`config.mk`:
```
export PLATFORM = sky130hd
export DESIGN_NAME = mc_bus_fabric
export DESIGN_NICKNAME = d
export VERILOG_FILES = /design/src/mc_bus_pkg.sv /design/src/bus_master_switch.sv /design/src/io_page_select.sv /design/src/sdcard_arbiter.sv /design/src/console_router.sv /design/src/mc_bus_fabric.sv
export SDC_FILE = /design/constraint.sdc
export NUM_CORES = 1
export LEC_CHECK = 0
export BUFFER_PORTS_ARGS = -buffer_cell sky130_fd_sc_hd__buf_4
export CORE_AREA = 2 2 136 138
export CTS_BUF_LIST = sky130_fd_sc_hd__clkbuf_4
export DETAILED_ROUTE_END_ITERATION = 8
export DIE_AREA = 0 0 138 140
export PLACE_DENSITY = 0.41
export SYNTH_ARGS = -nofsm -noshare
export SYNTH_HDL_FRONTEND = slang
export SYNTH_SLANG_ARGS = --single-unit
```
`constraint.sdc`:
```
create_clock -name wb_clk -period 4.7 [get_ports wb_clk]
set_clock_uncertainty 0.05 [all_clocks]
set_input_delay 0.705 -clock wb_clk [delete_from_list [all_inputs] [get_ports wb_clk]]
set_output_delay 0.705 -clock wb_clk [all_outputs]
set_load 0.03 [all_outputs]
```
`src/mc_bus_pkg.sv`:
```
//**********************************************************
// mc bus fabric shared definitions
// wishbone request/response types, slave index, baud and
// sd card line types, i/o page address map
//**********************************************************
package mc_bus_pkg;

	localparam int NUM_DEV = 8; // slaves hanging on the wishbone bus

	// one master's request as seen by the fabric
	typedef struct packed {
		logic [16:0] adr; // byte address, bit 16 selects console page
		logic [15:0] dat; // write data
		logic        cyc; // bus cycle open
		logic        we;  // 1 - write, 0 - read
		logic [1:0]  sel; // byte lanes
		logic        stb; // data strobe
	} bus_req_t;

	// response returned to the owning master
	typedef struct packed {
		logic [15:0] dat; // merged read data
		logic        ack; // merged acknowledge
	} bus_resp_t;

	// slave index into strobe and ack vectors
	typedef enum logic [2:0] {
		DEV_ROM,   // monitor rom, shadow area
		DEV_DRAM,  // all dram banks
		DEV_UART1, // console uart
		DEV_UART2, // second uart
		DEV_RK,    // rk11 disk
		DEV_LPT,   // printer port
		DEV_DW,    // dw hard disk
		DEV_RX     // rx01 floppy
	} dev_e;

	typedef logic [NUM_DEV-1:0]       dev_mask_t;
	typedef logic [NUM_DEV-1:0][15:0] slave_dat_t; // one word per slave

	typedef enum logic {
		MASTER_CPU,
		MASTER_DMA // rk11 dma channel
	} master_e;

	// terminal speed index, as reported by the vt52
	typedef enum logic [2:0] {
		SPEED_1200,
		SPEED_2400,
		SPEED_4800,
		SPEED_9600,
		SPEED_19200,
		SPEED_38400,
		SPEED_57600,
		SPEED_115200
	} speed_e;

	typedef logic [31:0] baud_div_t; // uart clock divisor

	// lines one disk controller drives towards the card
	typedef struct packed {
		logic cs;
		logic mosi;
	} sd_lines_t;

	//**********************************************************
	// i/o page map, base address and ignored low bits
	//**********************************************************
	localparam logic [16:0] UART1_BASE = 17'o177560; // 177560-177566
	localparam int          UART1_W    = 3;
	localparam logic [16:0] UART2_BASE = 17'o176500; // 176500-176506
	localparam int          UART2_W    = 3;
	localparam logic [16:0] RK_BASE    = 17'o177400; // 177400-177416
	localparam int          RK_W       = 4;
	localparam logic [16:0] LPT_BASE   = 17'o177514; // 177514-177516
	localparam int          LPT_W      = 2;
	localparam logic [16:0] DW_BASE    = 17'o174000; // 174000-174036
	localparam int          DW_W       = 5;
	localparam logic [16:0] RX_BASE    = 17'o177170; // 177170-177172
	localparam int          RX_W       = 2;

endpackage

```
`src/bus_master_switch.sv`:
```
//**********************************************************
// wishbone master switch
// hands the bus to the cpu or to the rk11 dma channel,
// owner changes only while no bus cycle is open
//**********************************************************
`timescale 1ns/1ns

module bus_master_switch (
	input  logic                  wb_clk,
	input  logic                  rst_i,
	input  mc_bus_pkg::bus_req_t  cpu_req_i,  // cpu side
	input  mc_bus_pkg::bus_req_t  dma_bus_i,  // dma side
	input  logic                  dma_req_i,  // dma wants the bus
	input  mc_bus_pkg::bus_resp_t bus_resp_i, // merged slave response
	output mc_bus_pkg::bus_req_t  bus_req_o,  // shared bus
	output mc_bus_pkg::bus_resp_t cpu_resp_o,
	output mc_bus_pkg::bus_resp_t dma_resp_o,
	output logic                  dma_gnt_o
);
	import mc_bus_pkg::*;

	master_e owner; // current bus owner

	//**********************************************************
	// ownership, re-decided on every edge with cyc low
	//**********************************************************
	always_ff @(posedge wb_clk) begin
		if (rst_i) begin
			owner <= MASTER_CPU;
		end else if (!bus_req_o.cyc) begin
			owner <= dma_req_i ? MASTER_DMA : MASTER_CPU; // dma has the upper hand
		end
	end

	assign dma_gnt_o = (owner == MASTER_DMA);

	// request steering
	always_comb begin
		if (owner == MASTER_DMA) begin
			bus_req_o     = dma_bus_i;
			bus_req_o.sel = 2'b11; // dma always moves whole words
		end else begin
			bus_req_o = cpu_req_i;
		end
	end

	// read data goes to both, ack only to the owner
	always_comb begin
		cpu_resp_o.dat = bus_resp_i.dat;
		cpu_resp_o.ack = bus_resp_i.ack & (owner == MASTER_CPU);
		dma_resp_o.dat = bus_resp_i.dat;
		dma_resp_o.ack = bus_resp_i.ack & (owner == MASTER_DMA);
	end

	// an open cycle freezes the owner until cyc drops
	a_owner_frozen: assert property (@(posedge wb_clk) disable iff (rst_i)
		bus_req_o.cyc |=> $stable(owner));

endmodule

```
`src/io_page_select.sv`:
```
//**********************************************************
// wishbone address decoder
// one strobe per slave, ack OR and read data merge,
// page 7 goes to dram in console mode (adr bit 16)
//**********************************************************
`timescale 1ns/1ns

module io_page_select (
	input  mc_bus_pkg::bus_req_t   bus_req_i,   // shared bus from the switch
	input  mc_bus_pkg::dev_mask_t  slave_ack_i, // per slave ack
	input  mc_bus_pkg::slave_dat_t slave_dat_i, // per slave read data
	output mc_bus_pkg::dev_mask_t  slave_stb_o, // per slave strobe
	output mc_bus_pkg::bus_resp_t  bus_resp_o   // merged response
);
	import mc_bus_pkg::*;

	logic        bus_sel; // cycle and strobe both up
	logic [16:0] adr;
	logic [15:0] rd_dat;  // merged read data

	// true when the bits above the ignored field match the base
	function automatic logic io_hit(input logic [16:0] a, input logic [16:0] base,
		input int w);
		return (a >> w) == (base >> w);
	endfunction

	assign bus_sel = bus_req_i.cyc & bus_req_i.stb;
	assign adr     = bus_req_i.adr;

	//**********************************************************
	// address decode
	//**********************************************************
	always_comb begin
		slave_stb_o = '0;
		// monitor rom, 140000 of the console page
		slave_stb_o[DEV_ROM]   = bus_sel & (adr[16:13] == 4'b1110);
		// user mode 000000-157776, console mode 160000-177776
		slave_stb_o[DEV_DRAM]  = bus_sel & ((adr[15:13] != 3'b111) ^ adr[16]);
		// i/o page
		slave_stb_o[DEV_UART1] = bus_sel & io_hit(adr, UART1_BASE, UART1_W);
		slave_stb_o[DEV_UART2] = bus_sel & io_hit(adr, UART2_BASE, UART2_W);
		slave_stb_o[DEV_RK]    = bus_sel & io_hit(adr, RK_BASE, RK_W);
		slave_stb_o[DEV_LPT]   = bus_sel & io_hit(adr, LPT_BASE, LPT_W);
		slave_stb_o[DEV_DW]    = bus_sel & io_hit(adr, DW_BASE, DW_W);
		slave_stb_o[DEV_RX]    = bus_sel & io_hit(adr, RX_BASE, RX_W);
		// map regions are disjoint for any address
		a_stb_onehot: assert ($onehot0(slave_stb_o))
			else $error("overlapping slave strobes %b", slave_stb_o);
	end

	//**********************************************************
	// response merge
	//**********************************************************
	always_comb begin
		rd_dat = '0;
		for (int i = 0; i < NUM_DEV; i++) begin
			if (slave_stb_o[i]) begin
				rd_dat |= slave_dat_i[i]; // unselected slaves contribute zero
			end
		end
	end

	assign bus_resp_o.dat = rd_dat;
	assign bus_resp_o.ack = |slave_ack_i; // slaves only ack their own strobe

endmodule

```
`src/sdcard_arbiter.sv`:
```
//**********************************************************
// sd card access arbiter
// fixed priority grant among the disk controllers,
// card cs and mosi switched to the owner
//**********************************************************
`timescale 1ns/1ns

module sdcard_arbiter #(
	parameter int NUM_SD_PORTS = 3 // rk, dw, dx
) (
	input  logic                                    wb_clk,
	input  logic                                    rst_i,
	input  logic [NUM_SD_PORTS-1:0]                 sd_req_i,  // held for whole access
	input  mc_bus_pkg::sd_lines_t [NUM_SD_PORTS-1:0] sd_port_i, // lines per controller
	output logic [NUM_SD_PORTS-1:0]                 sd_gnt_o,
	output mc_bus_pkg::sd_lines_t                   sd_o       // towards the card
);
	import mc_bus_pkg::*;

	logic [NUM_SD_PORTS-1:0] first_req; // lowest requester only
	logic                    gnt_busy;
	logic                    owner_done; // owner dropped its request

	assign first_req  = sd_req_i & (~sd_req_i + 1'b1); // isolate lowest set bit
	assign gnt_busy   = |sd_gnt_o;
	assign owner_done = ~|(sd_gnt_o & sd_req_i);

	//**********************************************************
	// grant register
	//**********************************************************
	always_ff @(posedge wb_clk) begin
		if (rst_i) begin
			sd_gnt_o <= '0;
		end else if (!gnt_busy) begin
			sd_gnt_o <= first_req; // idle, pick a requester
		end else if (owner_done) begin
			sd_gnt_o <= '0; // release, one idle cycle before next owner
		end
	end

	// line mux, rk keeps the card when nobody owns it
	always_comb begin
		sd_o = sd_port_i[0];
		for (int i = 1; i < NUM_SD_PORTS; i++) begin
			if (sd_gnt_o[i]) begin
				sd_o = sd_port_i[i];
			end
		end
	end

	a_gnt_onehot: assert property (@(posedge wb_clk) disable iff (rst_i)
		$onehot0(sd_gnt_o));

endmodule

```
`src/console_router.sv`:
```
//**********************************************************
// console router
// swaps uart lines between vt52 terminal and external port,
// terminal side uart follows the terminal speed
//**********************************************************
`timescale 1ns/1ns

module console_router #(
	parameter mc_bus_pkg::baud_div_t AUX_BAUD_DIV = 32'd23 // external port divisor
) (
	input  logic                  console_sel_i, // 0 - uart1 on terminal
	input  mc_bus_pkg::speed_e    speed_i,       // terminal speed index
	input  logic                  terminal_tx_i,
	input  logic                  aux_rxd_i,
	input  logic                  uart1_txd_i,
	input  logic                  uart2_txd_i,
	output logic                  terminal_rx_o,
	output logic                  aux_txd_o,
	output logic                  uart1_rxd_o,
	output logic                  uart2_rxd_o,
	output mc_bus_pkg::baud_div_t uart1_div_o,
	output mc_bus_pkg::baud_div_t uart2_div_o
);
	import mc_bus_pkg::*;

	baud_div_t term_div; // divisor matching the terminal

	// divisors off the 921600 uart reference
	always_comb begin
		unique case (speed_i)
			SPEED_1200:   term_div = 32'd767;
			SPEED_2400:   term_div = 32'd383;
			SPEED_4800:   term_div = 32'd191;
			SPEED_9600:   term_div = 32'd95;
			SPEED_19200:  term_div = 32'd47;
			SPEED_38400:  term_div = 32'd23;
			SPEED_57600:  term_div = 32'd15;
			SPEED_115200: term_div = 32'd7;
		endcase
	end

	// serial line swap
	assign terminal_rx_o = console_sel_i ? uart2_txd_i : uart1_txd_i;
	assign aux_txd_o     = console_sel_i ? uart1_txd_i : uart2_txd_i;
	assign uart1_rxd_o   = console_sel_i ? aux_rxd_i : terminal_tx_i;
	assign uart2_rxd_o   = console_sel_i ? terminal_tx_i : aux_rxd_i;

	assign uart1_div_o = console_sel_i ? AUX_BAUD_DIV : term_div;
	assign uart2_div_o = console_sel_i ? term_div : AUX_BAUD_DIV;

endmodule

```
`src/mc_bus_fabric.sv`:
```
//**********************************************************
// mc1201.02 bus fabric top
// master switch feeding the address decoder, with sd card
// arbiter and console router alongside
//**********************************************************
`timescale 1ns/1ns

module mc_bus_fabric #(
	parameter int                    NUM_SD_PORTS = 3,
	parameter mc_bus_pkg::baud_div_t AUX_BAUD_DIV = 32'(921600 / 38400 - 1)
) (
	input  logic                                    wb_clk,
	input  logic                                    rst_i,
	// bus masters
	input  mc_bus_pkg::bus_req_t                    cpu_req_i,
	output mc_bus_pkg::bus_resp_t                   cpu_resp_o,
	input  logic                                    dma_req_i,
	input  mc_bus_pkg::bus_req_t                    dma_bus_i,
	output logic                                    dma_gnt_o,
	output mc_bus_pkg::bus_resp_t                   dma_resp_o,
	// slaves
	output mc_bus_pkg::dev_mask_t                   slave_stb_o,
	input  mc_bus_pkg::dev_mask_t                   slave_ack_i,
	input  mc_bus_pkg::slave_dat_t                  slave_dat_i,
	// sd card
	input  logic [NUM_SD_PORTS-1:0]                 sd_req_i,
	input  mc_bus_pkg::sd_lines_t [NUM_SD_PORTS-1:0] sd_port_i,
	output logic [NUM_SD_PORTS-1:0]                 sd_gnt_o,
	output mc_bus_pkg::sd_lines_t                   sd_o,
	// console
	input  logic                                    console_sel_i,
	input  mc_bus_pkg::speed_e                      speed_i,
	input  logic                                    terminal_tx_i,
	input  logic                                    aux_rxd_i,
	input  logic                                    uart1_txd_i,
	input  logic                                    uart2_txd_i,
	output logic                                    terminal_rx_o,
	output logic                                    aux_txd_o,
	output logic                                    uart1_rxd_o,
	output logic                                    uart2_rxd_o,
	output mc_bus_pkg::baud_div_t                   uart1_div_o,
	output mc_bus_pkg::baud_div_t                   uart2_div_o
);
	import mc_bus_pkg::*;

	bus_req_t  bus_req;  // shared wishbone request
	bus_resp_t bus_resp; // merged slave response

	bus_master_switch u_bus_master_switch (
		.wb_clk, .rst_i, .cpu_req_i, .dma_bus_i, .dma_req_i,
		.bus_resp_i(bus_resp), .bus_req_o(bus_req),
		.cpu_resp_o, .dma_resp_o, .dma_gnt_o
	);

	io_page_select u_io_page_select (
		.bus_req_i(bus_req), .slave_ack_i, .slave_dat_i,
		.slave_stb_o, .bus_resp_o(bus_resp)
	);

	sdcard_arbiter #(.NUM_SD_PORTS(NUM_SD_PORTS)) u_sdcard_arbiter (
		.wb_clk, .rst_i, .sd_req_i, .sd_port_i, .sd_gnt_o, .sd_o
	);

	console_router #(.AUX_BAUD_DIV(AUX_BAUD_DIV)) u_console_router (
		.console_sel_i, .speed_i, .terminal_tx_i, .aux_rxd_i,
		.uart1_txd_i, .uart2_txd_i, .terminal_rx_o, .aux_txd_o,
		.uart1_rxd_o, .uart2_rxd_o, .uart1_div_o, .uart2_div_o
	);

endmodule

```
* Yosys cells after proc, flatten, opt, wreduce, memory -nomap -nowiden
Memories as Yosys holds them, arrays and structs flattened. Index checks and enable logic that the tools add are counted.
Storage, ports and cells: memories kept 1, memory bits (read-only) 56, logic and storage cells 59, output and inout bits 116, register bits 4, input bits 232
Memory list:
- (name not given) | words 8, width 7, rd ports 1, clocked after memory_dff 0, write ports 0, line console_router.sv:30 | unique case (speed_i)
Cells by class: reductions and logical operators 3, equality and inequality tests 9, bitwise gates (word level) 23, add/sub/neg operators 1, multiplexer cells 20
Operators by type and width (count):
- $mux 16 | 8
- $or 16x16->16 | 7
- $mux 32 | 2
- $mux 38 | 1
- $eq 15x14->1 const B | 2
- $eq 14x13->1 const B | 2
- $eq 13x12->1 const B | 1
- $eq 12x11->1 const B | 1
- $and 1x1->1 | 11
- $reduce_or 8->1 | 1
- $and 3x3->3 | 2
- $mux 3 | 2
- $reduce_or 3->1 | 2
- $mux 1 | 5
- $eq 4x4->1 const B | 1
- $mux 2 | 2
- $add 3x1->3 const B | 1
- $ne 3x3->1 const B | 1
- $not 3->3 | 1
- $ne 2x2->1 const B | 1
- $not 1->1 | 1
- $xor 1x1->1 | 1

* Logic depth before layout (Yosys ltp)
depth after elaboration 18, gate-level depth with buffers 11, mapped depth without buffers 5

* By module
A second synthesis with hierarchy kept.
Unflattened totals: cells, all modules 352, area total of the unflattened synthesis 2932.8 µm²
By module, submodules not included:
- io_page_select | sequential area each 0.0 µm², area an instance 1407.6 µm², cells each 169, instances 1
- bus_master_switch | sequential area each 20.0 µm², area an instance 755.7 µm², cells each 81, instances 1
- console_router | sequential area each 0.0 µm², area an instance 561.8 µm², cells each 77, instances 1
- sdcard_arbiter | sequential area each 60.1 µm², area an instance 207.7 µm², cells each 25, instances 1

* Least setup slack after synthesis
OpenSTA, ideal clock, no wires.
path type input-to-output, start point input dma_bus_i[28] (netlist bit), end point output dma_resp_o[10] (netlist bit), stages on the path 7, slack 1251 ps, arrival time 2694 ps, required time 3945 ps, path buffers 2, cell sequence nand4b_1 > a22oi_1 > o211a_1 > and2_1 > clkbuf_1 > a2111o_1 > buf_4
RTL lines:
- from (decl) | line mc_bus_fabric.sv:18 | input mc_bus_pkg::bus_req_t dma_bus_i,
- to (decl) | line mc_bus_fabric.sv:20 | output mc_bus_pkg::bus_resp_t dma_resp_o,

==> run metrics <==
final setup fails 0; Final Critical Period 3910 ps; share of cells above drive strength 1 0.479; fmax 0.256 GHz; critical path endpoint category primary output; Worst-path clk slew 40 ps; area leader, netlist buf_4; GRT Util Overall 0.141; unrepaired setup endpoints after global routing no; vias 3896; area grow syn2layout 66.0%; global-route wire length before repair 21.8 mm; CP Max Fanout 24; Seq pwr share 0.087; Cell Area, Synth 2760 sq um; PortBufs 255; Skew-Pair Late Insertion Delay between 200 and 250 ps; final core occ 0.257; hold crit path type reg -> reg; Remaining Overflow, GRT 0; PnR Total Power 0.481 mW; startpoint types flip-flop; Comb pwr share 0.823; post-synth top area share 0.188; H-tree Lvls 1; Tightest Pin Transition approximately 1100 ps; post-CTS resize count 0; Avg Inst Size Synth between 6 and 7 sq um; post-CTS setup buffers 0; vias in the first global route between 3000 and 4000; Final Hold Vio Count 0; Die Span Y approximately 140 um; Slew Viols, Final 0; Initial Utilization 0.155; Final Cell Area about 4600 sq um; Critical Path AT 3150 ps; RePlAce Congestion 0.805; crit path kind reg -> out; clock power share 0.089; Reg2Reg Depth 3; PD cells ~110 nW/um^2; die area 19300 sq um; DR WL/cell 17.5 um; Max stage delay on crit path 640 ps; setup TNS 0 ps; n_diodes 0; final wirelength 14.8 mm; Starting DRT DRC Count 152; Netlist cell types 64; DIE WIDTH 138 um; Root Buffer clkbuf_4; synth top area cells buf_4 19%, nand3_1 13%, a31oi_1 5.9%, o211ai_1 4.9%, nand2_1 3.5%; crit-path most repeated cell buf_4; total CTS buffers 3; Net Sw Frac 0.504; count of mapped cells out of synthesis 401; worst IR drop on VDD slightly above 0.00007 V; CORE AREA 17800 sq um; P_sw about 0.24 mW; Max Cap Viol 0; crit path cell chain buf_4 -> or3b_1 -> a22oi_1 -> buf_4 -> and3_4 -> a222oi_1 -> o211ai_1 -> buf_4; Top FF cell, synth dfxtp_1; Pint 0.239 mW; ys async rst share 0; Seq/Total Area, Yosys 0.0291; number of clock sinks 4; Final Cycle Share 0.832; Slew headroom 0.280; Hold Slack ~500 ps; CTS tree yes; initial antenna violation count 0; number of synthesized flops with an enable pin 0; P_leak 2.10 nW; # rows 49; largest net degree at the start of global routing 35; Yosys warning count 0; DP HPWL 12.2 mm; CTS Hold Buffers Added 0; vias per cell ~4.6; Synth Register Bits 4; clock buffer depth 2; status finished clean; worst hold path cell count 2; CP max-delay cell dfxtp_1; Antenna Nets Post-Route 0; post-placement cell area between 4000 and 5000 sq um; TritonRoute pass-1 iters 4; io pins 348; Worst EP required 3940 ps; layout net count 852; residual DRC count 0
## path summary, 6_finish.rpt
path	from	end	slack, ps
worst max register to register	u_bus_master_switch.dma_gnt_o	u_bus_master_switch.dma_gnt_o	3300
worst min-delay path	u_sdcard_arbiter.sd_gnt_o[0]	u_sdcard_arbiter.sd_gnt_o[0]	510
worst max-delay path	u_bus_master_switch.dma_gnt_o	cpu_resp_o[7]	790
worst min register to register	u_sdcard_arbiter.sd_gnt_o[0]	u_sdcard_arbiter.sd_gnt_o[0]	510
## cell usage after synthesis (5+ instances only)
library cell and n:
a2111o_1 5, a211o_1 8, a21oi_1 11, a221o_1 8, a31oi_1 26, and3_1 9, buf_2 13, buf_4 69
buf_6 5, clkbuf_1 13, mux2_2 5, nand2_1 26, nand3_1 72, nand3b_1 5, nand4_1 6, nor2_1 11
nor3_1 5, o211ai_1 18, o21ai_0 8
## cell families (layout without fill, tap and decap cells)
group / Yosys count / count (layout) / share of synthesized area
AO/OA/AOI/OAI: 109 / 109 / 0.309
buffers and inverters: 102 / 271 / 0.256
AND/OR/NAND/NOR: 173 / 173 / 0.359
other: 2 / 50 / 0.00272
flip-flops: 4 / 4 / 0.0291
multiplexers: 10 / 10 / 0.0404
adder cells (fa/ha/maj): 1 / 1 / 0.00363
## metrics by stage
step / instances / worst slack [ps]
2_1_floorplan: 449 / 1250
3_3_place_gp: 844 / 925
3_5_place_dp: 844 / 910
4_1_cts: 847 / 765
5_1_grt: 847 / 537
6_report: 847 / 790
## worst max-delay path: cells and delay by family (launching register included)
kind | cells | cell delay, ps
and+or+nand+nor | 2 | 780
buffers and inverters | 3 | 860
DFF | 1 | 640
AOI/OAI and AO/OA | 3 | 600
## power by group through the flow
stage	Sequential, mW	Clock (mW)	Combinational [mW]
after floorplan	0.0423	0	0.237
after global placement	0.0428	0	0.396
after detailed placement	0.0426	0	0.399
after CTS	0.0421	0.0449	0.400
after global routing	0.0430	0.0454	0.424
final	0.0421	0.0430	0.396
## cell type report
type,instances,area (sq um)
tap,229,287
multi-input combinational,343,2180
timing repair buffer,267,2000
inverter,1,3.75
clock buffer,3,22.5
sequential,4,80.1
fill,2007,13200
## state kept, by name, indices dropped and copies added (netlist names)
name and count:
u_sdcard_arbiter.sd_gnt_o 3, u_bus_master_switch.dma_gnt_o 1
## routing by layer
metal | wire length, um | track usage | vias up
li1 | - | - | 1858
met1 | 5940 | 0.170 | 1803
met2 | 7640 | 0.269 | 227
met3 | 1150 | 0.0226 | 8
met4 | 94 | 0.0156 | 0
met5 | 0 | 0 | -
## placed cells by master (no fill, tap or decap), types with 3 or more instances in the layout
cell / instances
nand2_1: 26
buf_4: 267
clkbuf_4: 3
o211ai_1: 18
a21oi_1: 11
nand4b_1: 4
mux2_2: 5
a2111o_1: 5
and3_1: 9
nand2b_1: 4
nand3_1: 72
a221o_1: 8
and2_1: 4
a22o_1: 3
mux2i_1: 3
nor2_1: 11
nand3b_1: 5
nand4_1: 6
a31oi_1: 26
nor2b_1: 4
nor3_1: 5
dfxtp_1: 4
a31o_1: 3
conb_1: 50
o21ai_0: 8
nor4_1: 4
a211o_1: 8
Power figures use the tool's default switching activity.
